===== src/common/audio_pkg.sv =====
package audio_pkg;

    typedef logic [15:0] wb_data_t;
    typedef logic [2:0] reg_addr_t;
    typedef logic signed [15:0] sample_t;
    typedef logic signed [7:0] ds_byte_t;
    typedef logic [1:0] duty_t;
    typedef logic [3:0] volume_t;
    // occupancy 0..16 needs one bit more than the pointers
    typedef logic [4:0] fifo_level_t;

    // register word addresses
    localparam reg_addr_t REG_SQ_PERIOD = 3'd0;
    localparam reg_addr_t REG_SQ_CTRL = 3'd1;
    localparam reg_addr_t REG_DS_DATA = 3'd2;
    localparam reg_addr_t REG_DS_RATE = 3'd3;
    localparam reg_addr_t REG_MIX_CTRL = 3'd4;
    localparam reg_addr_t REG_STATUS = 3'd5;

    // SQ_CTRL holds duty in [1:0], volume in [5:2] and enable in [6]
    // MIX_CTRL routes square left [0], square right [1], direct left [2]
    //   and direct right [3], and halves the direct volume with [4]
    // STATUS reports the fifo level in [4:0] and overflow in [5]
    localparam int MIX_CTRL_W = 5;
    localparam int MIX_SQ_L = 0;
    localparam int MIX_SQ_R = 1;
    localparam int MIX_DS_L = 2;
    localparam int MIX_DS_R = 3;
    localparam int MIX_DS_HALF = 4;

    // direct sound fifo
    localparam int FIFO_DEPTH = 16;
    localparam int FIFO_PTR_W = $clog2(FIFO_DEPTH);
    localparam int FIFO_REQ_LEVEL = 8;

    // output sample cadence
    localparam int SAMPLE_DIV = 64;
    localparam int SAMPLE_CNT_W = $clog2(SAMPLE_DIV);

    // square is volume * 16 and direct is byte * 256
    localparam int SQ_SCALE_SHIFT = 4;
    localparam int DS_SCALE_SHIFT = 8;

    // mixer clamp limits
    localparam int SAMPLE_MAX = 32767;
    localparam int SAMPLE_MIN = -32768;

endpackage


===== src/direct_sound/direct_fifo.sv =====
`timescale 1ns/1ps

module direct_fifo (
    input logic clk_100_output,
    input logic rst,
    input logic ds_push,
    input audio_pkg::ds_byte_t ds_push_data,
    input audio_pkg::wb_data_t ds_rate,
    input logic ovf_clear,
    output audio_pkg::sample_t ds_sample,
    output audio_pkg::fifo_level_t fifo_level,
    output logic overflow,
    output logic fifo_req
);

    typedef enum logic {DS_IDLE, DS_PLAY} ds_state_t;

    ds_state_t state;
    audio_pkg::ds_byte_t fifo_mem [audio_pkg::FIFO_DEPTH];
    logic [audio_pkg::FIFO_PTR_W-1:0] wr_ptr;
    logic [audio_pkg::FIFO_PTR_W-1:0] rd_ptr;
    audio_pkg::fifo_level_t level_next;
    audio_pkg::wb_data_t rate_cnt;
    audio_pkg::ds_byte_t held;
    logic full;
    logic empty;
    logic push_ok;
    logic pop;
    logic rate_hit;

    assign full = (fifo_level == audio_pkg::FIFO_DEPTH);
    assign empty = (fifo_level == '0);
    // a full fifo drops the push even if a pop happens
    assign push_ok = ds_push && !full;
    assign rate_hit = (rate_cnt == ds_rate);
    // idle pops at once and play pops once per rate interval
    assign pop = !empty && ((state == DS_IDLE) || rate_hit);
    assign ds_sample = audio_pkg::sample_t'(held);

    always_comb begin
        level_next = fifo_level;
        if (push_ok && !pop) begin
            level_next = fifo_level + 1'b1;
        end else if (pop && !push_ok) begin
            level_next = fifo_level - 1'b1;
        end
    end

    always_ff @(posedge clk_100_output) begin
        if (push_ok) begin
            fifo_mem[wr_ptr] <= ds_push_data;
        end
    end

    always_ff @(posedge clk_100_output) begin
        if (rst) begin
            state <= DS_IDLE;
            wr_ptr <= '0;
            rd_ptr <= '0;
            fifo_level <= '0;
            rate_cnt <= '0;
            held <= '0;
            overflow <= 1'b0;
            fifo_req <= 1'b0;
        end else begin
            fifo_level <= level_next;
            fifo_req <= (level_next <= audio_pkg::FIFO_REQ_LEVEL);
            if (push_ok) begin
                wr_ptr <= wr_ptr + 1'b1;
            end
            if (pop) begin
                rd_ptr <= rd_ptr + 1'b1;
                held <= fifo_mem[rd_ptr];
            end
            // a new overflow beats a clear in the same clock
            if (ds_push && full) begin
                overflow <= 1'b1;
            end else if (ovf_clear) begin
                overflow <= 1'b0;
            end
            case (state)
                DS_IDLE: begin
                    rate_cnt <= '0;
                    if (!empty) begin
                        state <= DS_PLAY;
                    end
                end
                DS_PLAY: begin
                    if (rate_hit) begin
                        rate_cnt <= '0;
                        if (empty) begin
                            state <= DS_IDLE;
                            held <= '0;
                        end
                    end else begin
                        rate_cnt <= rate_cnt + 1'b1;
                    end
                end
                default: state <= DS_IDLE;
            endcase
        end
    end

    a_level_max: assert property (@(posedge clk_100_output) disable iff (rst)
        fifo_level <= audio_pkg::FIFO_DEPTH);

endmodule


===== src/square/square_channel.sv =====
`timescale 1ns/1ps

module square_channel (
    input logic clk_100_output,
    input logic rst,
    input audio_pkg::wb_data_t sq_period,
    input audio_pkg::duty_t sq_duty,
    input audio_pkg::volume_t sq_volume,
    input logic sq_enable,
    input logic sq_restart,
    output audio_pkg::sample_t sq_sample
);

    audio_pkg::wb_data_t period_cnt;
    logic [2:0] step;
    logic [2:0] step_next;
    logic [2:0] high_steps;
    logic period_done;
    logic step_high;
    audio_pkg::sample_t amplitude;

    assign period_done = (period_cnt == sq_period);

    // output follows step_next so step 0 shows right after a restart
    always_comb begin
        if (sq_restart) begin
            step_next = '0;
        end else if (period_done) begin
            step_next = step + 1'b1;
        end else begin
            step_next = step;
        end
    end

    // high steps out of 8 per duty select
    always_comb begin
        case (sq_duty)
            2'd0: high_steps = 3'd1;
            2'd1: high_steps = 3'd2;
            2'd2: high_steps = 3'd4;
            default: high_steps = 3'd6;
        endcase
    end

    assign step_high = (step_next < high_steps);
    assign amplitude = audio_pkg::sample_t'(sq_volume) << audio_pkg::SQ_SCALE_SHIFT;

    always_ff @(posedge clk_100_output) begin
        if (rst) begin
            period_cnt <= '0;
            step <= '0;
            sq_sample <= '0;
        end else begin
            step <= step_next;
            if (sq_restart || period_done) begin
                period_cnt <= '0;
            end else begin
                period_cnt <= period_cnt + 1'b1;
            end
            if (!sq_enable) begin
                sq_sample <= '0;
            end else if (step_high) begin
                sq_sample <= amplitude;
            end else begin
                sq_sample <= -amplitude;
            end
        end
    end

    // full volume is 15 * 16
    a_sq_range: assert property (@(posedge clk_100_output) disable iff (rst)
        (sq_sample <= 16'sd240) && (sq_sample >= -16'sd240));

endmodule


===== src/verilog/audio_top.sv =====
`timescale 1ns/1ps

module audio_top (
    input logic clk_100_output,
    input logic rst,
    input logic wb_cyc,
    input logic wb_stb,
    input logic wb_we,
    input audio_pkg::reg_addr_t wb_adr,
    input audio_pkg::wb_data_t wb_dat_w,
    output audio_pkg::wb_data_t wb_dat_r,
    output logic wb_ack,
    output audio_pkg::sample_t sample_l,
    output audio_pkg::sample_t sample_r,
    output logic sample_valid,
    output logic fifo_req
);

    // square settings
    audio_pkg::wb_data_t sq_period;
    audio_pkg::duty_t sq_duty;
    audio_pkg::volume_t sq_volume;
    logic sq_enable;
    logic sq_restart;
    audio_pkg::sample_t sq_sample;

    // direct sound
    logic ds_push;
    audio_pkg::ds_byte_t ds_push_data;
    audio_pkg::wb_data_t ds_rate;
    logic ovf_clear;
    audio_pkg::fifo_level_t fifo_level;
    logic overflow;
    audio_pkg::sample_t ds_sample;

    logic [audio_pkg::MIX_CTRL_W-1:0] mix_ctrl;

    sound_regs regs_i (
        .clk_100_output(clk_100_output), .rst(rst),
        .wb_cyc(wb_cyc), .wb_stb(wb_stb), .wb_we(wb_we), .wb_adr(wb_adr),
        .wb_dat_w(wb_dat_w), .wb_dat_r(wb_dat_r), .wb_ack(wb_ack),
        .sq_period(sq_period), .sq_duty(sq_duty), .sq_volume(sq_volume),
        .sq_enable(sq_enable), .sq_restart(sq_restart),
        .ds_push(ds_push), .ds_push_data(ds_push_data), .ds_rate(ds_rate),
        .mix_ctrl(mix_ctrl), .ovf_clear(ovf_clear),
        .fifo_level(fifo_level), .overflow(overflow)
    );

    square_channel square_i (
        .clk_100_output(clk_100_output), .rst(rst),
        .sq_period(sq_period), .sq_duty(sq_duty), .sq_volume(sq_volume),
        .sq_enable(sq_enable), .sq_restart(sq_restart), .sq_sample(sq_sample)
    );

    direct_fifo direct_i (
        .clk_100_output(clk_100_output), .rst(rst),
        .ds_push(ds_push), .ds_push_data(ds_push_data), .ds_rate(ds_rate),
        .ovf_clear(ovf_clear), .ds_sample(ds_sample), .fifo_level(fifo_level),
        .overflow(overflow), .fifo_req(fifo_req)
    );

    sound_mixer mixer_i (
        .clk_100_output(clk_100_output), .rst(rst),
        .sq_sample(sq_sample), .ds_sample(ds_sample), .mix_ctrl(mix_ctrl),
        .sample_l(sample_l), .sample_r(sample_r), .sample_valid(sample_valid)
    );

endmodule


===== src/verilog/sound_mixer.sv =====
`timescale 1ns/1ps

module sound_mixer (
    input logic clk_100_output,
    input logic rst,
    input audio_pkg::sample_t sq_sample,
    input audio_pkg::sample_t ds_sample,
    input logic [audio_pkg::MIX_CTRL_W-1:0] mix_ctrl,
    output audio_pkg::sample_t sample_l,
    output audio_pkg::sample_t sample_r,
    output logic sample_valid
);

    logic [audio_pkg::SAMPLE_CNT_W-1:0] sample_cnt;
    logic last_cnt;
    audio_pkg::sample_t ds_scaled;
    audio_pkg::sample_t sq_l;
    audio_pkg::sample_t sq_r;
    audio_pkg::sample_t ds_l;
    audio_pkg::sample_t ds_r;
    logic signed [16:0] sum_l;
    logic signed [16:0] sum_r;

    // clamp a 17 bit sum to the 16 bit range
    function automatic audio_pkg::sample_t saturate(input logic signed [16:0] sum);
        if (sum > audio_pkg::SAMPLE_MAX) begin
            return audio_pkg::sample_t'(audio_pkg::SAMPLE_MAX);
        end else if (sum < audio_pkg::SAMPLE_MIN) begin
            return audio_pkg::sample_t'(audio_pkg::SAMPLE_MIN);
        end
        return audio_pkg::sample_t'(sum);
    endfunction

    assign last_cnt = (sample_cnt == audio_pkg::SAMPLE_CNT_W'(audio_pkg::SAMPLE_DIV - 1));

    always_comb begin
        if (mix_ctrl[audio_pkg::MIX_DS_HALF]) begin
            ds_scaled = ds_sample <<< (audio_pkg::DS_SCALE_SHIFT - 1);
        end else begin
            ds_scaled = ds_sample <<< audio_pkg::DS_SCALE_SHIFT;
        end
        sq_l = mix_ctrl[audio_pkg::MIX_SQ_L] ? sq_sample : '0;
        sq_r = mix_ctrl[audio_pkg::MIX_SQ_R] ? sq_sample : '0;
        ds_l = mix_ctrl[audio_pkg::MIX_DS_L] ? ds_scaled : '0;
        ds_r = mix_ctrl[audio_pkg::MIX_DS_R] ? ds_scaled : '0;
        // one bit of headroom before the clamp
        sum_l = 17'(sq_l) + 17'(ds_l);
        sum_r = 17'(sq_r) + 17'(ds_r);
    end

    always_ff @(posedge clk_100_output) begin
        if (rst) begin
            sample_cnt <= '0;
            sample_valid <= 1'b0;
            sample_l <= '0;
            sample_r <= '0;
        end else begin
            sample_valid <= last_cnt;
            if (last_cnt) begin
                sample_cnt <= '0;
                sample_l <= saturate(sum_l);
                sample_r <= saturate(sum_r);
            end else begin
                sample_cnt <= sample_cnt + 1'b1;
            end
        end
    end

endmodule


===== src/verilog/sound_regs.sv =====
`timescale 1ns/1ps

module sound_regs (
    input logic clk_100_output,
    input logic rst,
    input logic wb_cyc,
    input logic wb_stb,
    input logic wb_we,
    input audio_pkg::reg_addr_t wb_adr,
    input audio_pkg::wb_data_t wb_dat_w,
    output audio_pkg::wb_data_t wb_dat_r,
    output logic wb_ack,
    output audio_pkg::wb_data_t sq_period,
    output audio_pkg::duty_t sq_duty,
    output audio_pkg::volume_t sq_volume,
    output logic sq_enable,
    output logic sq_restart,
    output logic ds_push,
    output audio_pkg::ds_byte_t ds_push_data,
    output audio_pkg::wb_data_t ds_rate,
    output logic [audio_pkg::MIX_CTRL_W-1:0] mix_ctrl,
    output logic ovf_clear,
    input audio_pkg::fifo_level_t fifo_level,
    input logic overflow
);

    logic req;
    logic take;
    logic done;
    audio_pkg::wb_data_t rd_data;

    assign req = wb_cyc && wb_stb;
    // done blocks a held request until stb has dropped
    assign take = req && !done;

    // status read clears overflow on the ack edge
    assign ovf_clear = take && !wb_we && (wb_adr == audio_pkg::REG_STATUS);

    always_comb begin
        case (wb_adr)
            audio_pkg::REG_SQ_PERIOD: rd_data = sq_period;
            audio_pkg::REG_SQ_CTRL: rd_data = audio_pkg::wb_data_t'({sq_enable, sq_volume, sq_duty});
            audio_pkg::REG_DS_DATA: rd_data = {8'h00, ds_push_data};
            audio_pkg::REG_DS_RATE: rd_data = ds_rate;
            audio_pkg::REG_MIX_CTRL: rd_data = audio_pkg::wb_data_t'(mix_ctrl);
            audio_pkg::REG_STATUS: rd_data = audio_pkg::wb_data_t'({overflow, fifo_level});
            default: rd_data = '0;
        endcase
    end

    always_ff @(posedge clk_100_output) begin
        if (rst) begin
            wb_ack <= 1'b0;
            wb_dat_r <= '0;
            done <= 1'b0;
            sq_period <= '0;
            sq_duty <= '0;
            sq_volume <= '0;
            sq_enable <= 1'b0;
            sq_restart <= 1'b0;
            ds_push <= 1'b0;
            ds_push_data <= '0;
            ds_rate <= '0;
            mix_ctrl <= '0;
        end else begin
            wb_ack <= take;
            wb_dat_r <= take ? rd_data : '0;
            done <= req && (done || take);
            ds_push <= take && wb_we && (wb_adr == audio_pkg::REG_DS_DATA);
            // any square write restarts the tone
            sq_restart <= take && wb_we && ((wb_adr == audio_pkg::REG_SQ_PERIOD) ||
                (wb_adr == audio_pkg::REG_SQ_CTRL));
            if (take && wb_we) begin
                case (wb_adr)
                    audio_pkg::REG_SQ_PERIOD: sq_period <= wb_dat_w;
                    audio_pkg::REG_SQ_CTRL: begin
                        sq_duty <= wb_dat_w[1:0];
                        sq_volume <= wb_dat_w[5:2];
                        sq_enable <= wb_dat_w[6];
                    end
                    audio_pkg::REG_DS_DATA: ds_push_data <= wb_dat_w[7:0];
                    audio_pkg::REG_DS_RATE: ds_rate <= wb_dat_w;
                    audio_pkg::REG_MIX_CTRL: mix_ctrl <= wb_dat_w[audio_pkg::MIX_CTRL_W-1:0];
                    default: ;
                endcase
            end
        end
    end

    // one-clock ack per transfer
    a_ack_single: assert property (@(posedge clk_100_output) disable iff (rst)
        wb_ack |=> !wb_ack);

endmodule


===== config.mk =====
export PLATFORM = sky130hd
export DESIGN_NAME = audio_top
export DESIGN_NICKNAME = d
export VERILOG_FILES = /design/src/common/audio_pkg.sv /design/src/direct_sound/direct_fifo.sv /design/src/square/square_channel.sv /design/src/verilog/audio_top.sv /design/src/verilog/sound_mixer.sv /design/src/verilog/sound_regs.sv
export SDC_FILE = /design/constraint.sdc
export NUM_CORES = 1
export LEC_CHECK = 0
export ABC_AREA = 1
export BUFFER_PORTS_ARGS = -buffer_cell sky130_fd_sc_hd__clkbuf_2
export CAP_MARGIN = 20
export CELL_PAD_IN_SITES_DETAIL_PLACEMENT = 2
export CELL_PAD_IN_SITES_GLOBAL_PLACEMENT = 2
export CORE_MARGIN = 1.5
export CORE_UTILIZATION = 41
export DETAILED_ROUTE_END_ITERATION = 6
export GPL_ROUTABILITY_DRIVEN = 0
export HOLD_SLACK_MARGIN = 0.08
export PLACE_DENSITY = 0.9
export SLEW_MARGIN = 20
export SYNTH_ARGS = -nofsm -noshare
export SYNTH_HDL_FRONTEND = slang
export SYNTH_SLANG_ARGS = --single-unit

===== constraint.sdc =====
create_clock -name clk_100_output -period 8.05 [get_ports clk_100_output]
set_input_delay 0.4025 -clock clk_100_output [delete_from_list [all_inputs] [get_ports clk_100_output]]
set_output_delay 0.4025 -clock clk_100_output [all_outputs]
set_load 0.005 [all_outputs]

After elaboration in Yosys (flattened, before gate mapping) --
Memory sizes are Yosys's and may differ from the RTL's. A register that Yosys moved wholly into a read port is not among the register bits. Cells that the tools add are included.
Storage, ports and cells: word-level logic and storage cells 138, register bits after elaboration 186, RAM bits 128, output and inout bits 51, memories 1
Memories:
- direct_i.fifo_mem | depth 16, width 8, rd ports 1, clocked after memory_dff 1, write ports 1, RTL line direct_fifo.sv:19 | audio_pkg::ds_byte_t fifo_mem [audio_pkg::FIFO_DEPTH];
Operators by class: add/subtract/negate cells 11, eq/ne operators 11, bitwise operators 3, multiplexer cells 41, reductions and logical operators 37, order comparisons 6
Operators with widths (number):
- two-way mux 16 bit | 11
- case mux 16 bit (6 select lines) | 1
- two-way mux 8 bit | 5
- adder 16 x 16 -> 17 bit | 2
- > comparator 17 x 16 -> 1 bit (second input constant) | 2
- less-than comparator 17 x 16 -> 1 bit (second input constant) | 2
- adder 16 x 1 -> 16 bit (second input constant) | 2
- equality test 16 bit | 2
- case mux 16 bit (2 select lines) | 1
- negation 8 -> 16 bit | 1
- two-way mux 15 bit | 1
- two-way mux 1 bit | 14
- logical AND 1 bit | 13
- two-way mux 5 bit | 2
- AND reduction 2 bit | 5
- case mux 3 bit (3 select lines) | 1
- adder 4 x 1 -> 4 bit (second input constant) | 2
- two-way mux 4 bit | 2
- OR reduction 2 bit | 4
- adder 6 x 1 -> 6 bit (second input constant) | 1
- equality test 3 x 2 -> 1 bit (second input constant) | 2
- equality test 3 bit (second input constant) | 2
- equality test 6 bit (second input constant) | 1
- zero test 1 bit | 6
- 18 further kinds | 24

Longest topological paths before layout --
depth in word-level cells 9, mapped depth 24, mapped depth without buffers 22

Hierarchy --
A second synthesis with hierarchy kept.
Unflattened totals: cell total of the unflattened synthesis 1765, area, all modules 15009.4 um^2
Modules (own cells, without submodules):
- direct_fifo | times used 1, cells each 696, area each 7379.6 um^2
- sound_mixer | times used 1, cells each 429, area each 3056.7 um^2
- sound_regs | times used 1, cells each 392, area each 2942.8 um^2
- square_channel | times used 1, cells each 248, area each 1630.3 um^2

Worst setup path before layout --
OpenSTA, ideal clock, no wires.
path kind flip-flop to output port, from register, netlist name regs_i.mix_ctrl[4], to output port mixer_i.sample_r[4], slack 4.519 ns, cell stages (with the launch flop) 22, arrival time 3.414 ns, data required time 7.933 ns, path buffers 2, setup time 0.117 ns, cells stage by stage dfxtp_1 clkbuf_1 clkinv_1 o21ai_0 nor2_1 fa_1 nand3_1 nand3_1 nand2_1 nand2_1 a21oi_1 nor2_1 o21ai_0 nand2_1 nand2_1 nand2_1 ha_1 clkbuf_1 nor2_1 inv_1 o21ai_0 a22o_1
RTL lines:
- to (decl) | RTL line sound_mixer.sv:10 | output audio_pkg::sample_t sample_r,

==> results.sh <==
export IMPL_stdcell_count=2030
export IMPL_r2r_slack_ns=3.38
export IMPL_holdBufCountCts=0
export IMPL_cap_violations=0
export IMPL_path_cells="clkinv_1, o21ai_0, nor2_1, fa_1, nand3_1, nand3_1, nand2_1, nand2_1, a21oi_1, nor2_1, o21ai_0, nand2_1, nand2_1, nand2_1, ha_1, nor2_1, inv_1, o21ai_0, a22o_1"
export IMPL_hpwl_um=31700
export IMPL_peakVddDrop_mv=0.203
export IMPL_coreArea_sq_um=32400
export IMPL_syn_area_per_cell_sq_um=8.93
export IMPL_ios=75
export IMPL_path_class="flop to flop"
export IMPL_synth_nets=1565
export IMPL_synth_top_cell_area_share_pct=28.7
export IMPL_clk_pin_slew_worst_paths_ns=0.07
export IMPL_insertion_delay_ns=0.53
export IMPL_critPathSlowestCell="dfxtp_1"
export IMPL_r2r_start="regs_i.mix_ctrl[4]"
export IMPL_cts_sinks=303
export IMPL_cts_resized=0
export IMPL_initial_core_util_pct=41.4
export IMPL_dp_cells=1967
export IMPL_status="completed"
export IMPL_use_met1_pct=33.3
export IMPL_die_h_um=184
export IMPL_ys_ff_latch=303
export IMPL_wirelength_um=50100
export IMPL_cp_num_cells=19
export IMPL_seq_area_frac_synth_pct=54.8
export IMPL_viasPerCell=5.69
export IMPL_ys_top_cells_by_area="edfxtp_1, dfxtp_1, nand2_1"
export IMPL_slowest_delay_ns=0.51
export IMPL_rows=66
export IMPL_startpoint="regs_i.mix_ctrl[4]"
export IMPL_crit_path_start_kind="flop"
export IMPL_synth_cell_type_count=48
export IMPL_cts_buffers_inserted=35
export IMPL_end_kind="flop"
export IMPL_finalMaxSlewViolations=0
export IMPL_finalHoldViolations=0
export IMPL_grt_use_total_pct=30.2
export IMPL_dp_slack_ns=3.79
export IMPL_post_cts_buffers=0
export IMPL_required_ns=8.52
export IMPL_dieArea_sq_um=33800
export IMPL_nNetsFinal=1627
export IMPL_crit_arrival_ns=5.14
export IMPL_timing_rr_end="mixer_i.sample_l[12]"
export IMPL_post_route_min_period_ns=4.67
export IMPL_critPathTopFamily="simple AND/OR/NAND/NOR gates"
export IMPL_hold_path_depth=3
export IMPL_grt_max_degree=69
export IMPL_root_buffer="clkbuf_16"
export IMPL_reg2reg_depth=19
export IMPL_globalRouteMet3Util_pct=4.68
export IMPL_crit_path_frequent_cell="nand2_1"
export IMPL_period_share_pct=58.0
export IMPL_yosysWarnings=0
export IMPL_max_slew_margin_pct=29.6
export IMPL_synth_edf_count=128
export IMPL_total_power_mw=4.18
export IMPL_tightest_slew_ns=1.05
export IMPL_worstPathBufferInverterCount=2
export IMPL_die_x_um=184
export IMPL_hold_path_end="regs_i.done"
export IMPL_area_growth_pct=14.2
export IMPL_drt_iter0_markers=576
export IMPL_cts_max_level=2
export IMPL_tritoncts="done"
export IMPL_first_pass_iters=5
export IMPL_top_usage_layer="met2"
export IMPL_yosys_area_top_type="edfxtp_1"
export IMPL_fmax_mhz=214
export IMPL_drc=0
export IMPL_setup_ws_ns=3.38
export IMPL_post_drt_wl_per_cell_um=24.7
export IMPL_grt_pass1_vias=13100
export IMPL_port_buffers=74
export IMPL_grt_antenna_before_repair=0
export IMPL_final_setup_skew_ns=0.0173
export IMPL_power_leakage_nw=5.88
export IMPL_vias=11551
export IMPL_power_density_nw_per_um2=273
export IMPL_hold_class="primary input to flop"
export IMPL_synth_area_sq_um=13400
export IMPL_hold_path_startpoint="wb_cyc"
export IMPL_async_flop_share_pct=0
export IMPL_crit_path_max_fanout=10
export IMPL_grt_pass1_wl_um=77300
export IMPL_ys_flop_type="dfxtp_1"
export IMPL_ctsLongestPathBuffers=3
export IMPL_grt_overflow_total=0
export IMPL_tns_ns=0
export IMPL_gr_usage_met2_pct=57.6
export IMPL_postSynthCellCount=1501
export IMPL_drive_above_1_share_pct=10.6
export IMPL_ant_nets=0
export IMPL_setup_violations_final=0
export IMPL_antennaDiodeCount=0
export IMPL_rsz0062_at_grt="no"
layer usage:
layer  wire (um)  up-vias  part of all wire [%]
li1            -     5220                     -
met4        1930        0                   3.9
met2       26600      342                    53
met3        2290      125                   4.6
met1       19300     5864                    39
met5           0        -                     0
cells in the final DEF (no fill, tap or decap), types with 3 or more instances in the layout:
| cell type | Yosys | layout |
|---|---|---|
| nand2_1 | 234 | 234 |
| nor2_1 | 219 | 218 |
| dfxtp_1 | 175 | 174 |
| o21ai_0 | 159 | 159 |
| inv_1 | 142 | 142 |
| edfxtp_1 | 128 | 128 |
| a21oi_1 | 99 | 99 |
| clkbuf_2 | 1 | 74 |
| nand3_1 | 43 | 43 |
| ha_1 | 38 | 38 |
| clkbuf_16 | 0 | 35 |
| o221ai_1 | 24 | 24 |
| nor3_1 | 22 | 22 |
| xor2_1 | 18 | 18 |
| xnor2_1 | 14 | 14 |
| a22o_1 | 14 | 14 |
| nand4_1 | 12 | 12 |
| a31oi_1 | 11 | 11 |
| nor3b_1 | 10 | 10 |
| inv_2 | 8 | 8 |
| clkinv_1 | 5 | 8 |
| buf_4 | 6 | 8 |
| a221oi_1 | 7 | 7 |
| o211ai_1 | 7 | 7 |
| nor2_2 | 5 | 6 |
| o22ai_1 | 6 | 6 |
| clkbuf_1 | 44 | 6 |
| clkbuf_8 | 0 | 6 |
| a32o_1 | 5 | 5 |
| clkinv_2 | 0 | 5 |
| a22oi_1 | 4 | 4 |
| nor3_2 | 4 | 4 |
| mux2i_1 | 3 | 3 |
| nand3_2 | 3 | 3 |
| nor4_2 | 3 | 3 |
| nand2_4 | 3 | 3 |
| o31ai_1 | 3 | 3 |
| inv_6 | 0 | 3 |
| bufinv_16 | 0 | 3 |
per-stage QoR:
| step | hold WS (ns) | instance area (sq um) | utilization [%] |
|---|---|---|---|
| CTS | 0.112 | 15300 | 47.2 |
| detailed placement | 0.446 | 14100 | 43.7 |
| floorplan | 0.418 | 13400 | - |
| global route | 0.137 | 15300 | 47.3 |
| finish | 0.119 | 15300 | 47.3 |
| global placement | 0.428 | 14100 | 43.7 |
tightest hold or removal path: stages:
cell	delay [ns]
clkbuf_2	0.08
inv_1	0.06
nor3_1	0.05
worst max path at each step:
stage,slack (ns),endpoint
after global placement,4.30,mixer_i.sample_r[6]
after floorplan,4.52,mixer_i.sample_r[4]
after global routing,3.08,mixer_i.sample_l[13]
after detailed placement,3.79,mixer_i.sample_l[13]
after CTS,3.53,mixer_i.sample_l[13]
final,3.38,mixer_i.sample_l[12]
cell families (layout without fill, tap and decap cells):
group                      count (synthesis)  count (layout)  share of synthesized area [%]
DFF                                      303             303                           54.8
buffers and inverters                    213             300                           6.20
xor gates and xnor gates                  32              32                           2.09
AOI/OAI and AO/OA                        343             343                           14.7
and+or+nand+nor                          567             567                           18.1
adders and majority gates                 40              40                           3.84
muxes                                      3               3                          0.224
flip-flops by register name, indices dropped and copies added (netlist names), 13 cells and up, named ones only:
name,cells
direct_i.fifo_mem,128
direct_i.rate_cnt,16
regs_i.ds_rate,16
regs_i.sq_period,16
regs_i.wb_dat_r,16
square_i.period_cnt,16
mixer_i.sample_l,13
mixer_i.sample_r,13
area by class of cell:
cell class,instances,area [sq um]
Clock buffer,48,988
Clock inverter,14,153
Fill cell,3488,17100
Inverter,155,582
Multi-Input combinational cell,985,5230
Sequential cell,303,7350
Tap cell,442,553
Timing Repair Buffer,83,450
Yosys cell counts, types with 18 or more instances:
| master | instances |
|---|---|
| nand2_1 | 234 |
| nor2_1 | 219 |
| dfxtp_1 | 175 |
| o21ai_0 | 159 |
| inv_1 | 142 |
| edfxtp_1 | 128 |
| a21oi_1 | 99 |
| clkbuf_1 | 44 |
| nand3_1 | 43 |
| ha_1 | 38 |
| o221ai_1 | 24 |
| nor3_1 | 22 |
| xor2_1 | 18 |
power breakdown:
group          internal (mW)  leakage, nW  switching, mW  total, mW
clock                  0.958        0.566          0.679       1.64
combinational          0.240         2.76          0.590      0.830
sequential              1.65         2.55         0.0714       1.72
(Power assumes the default switching activity.)
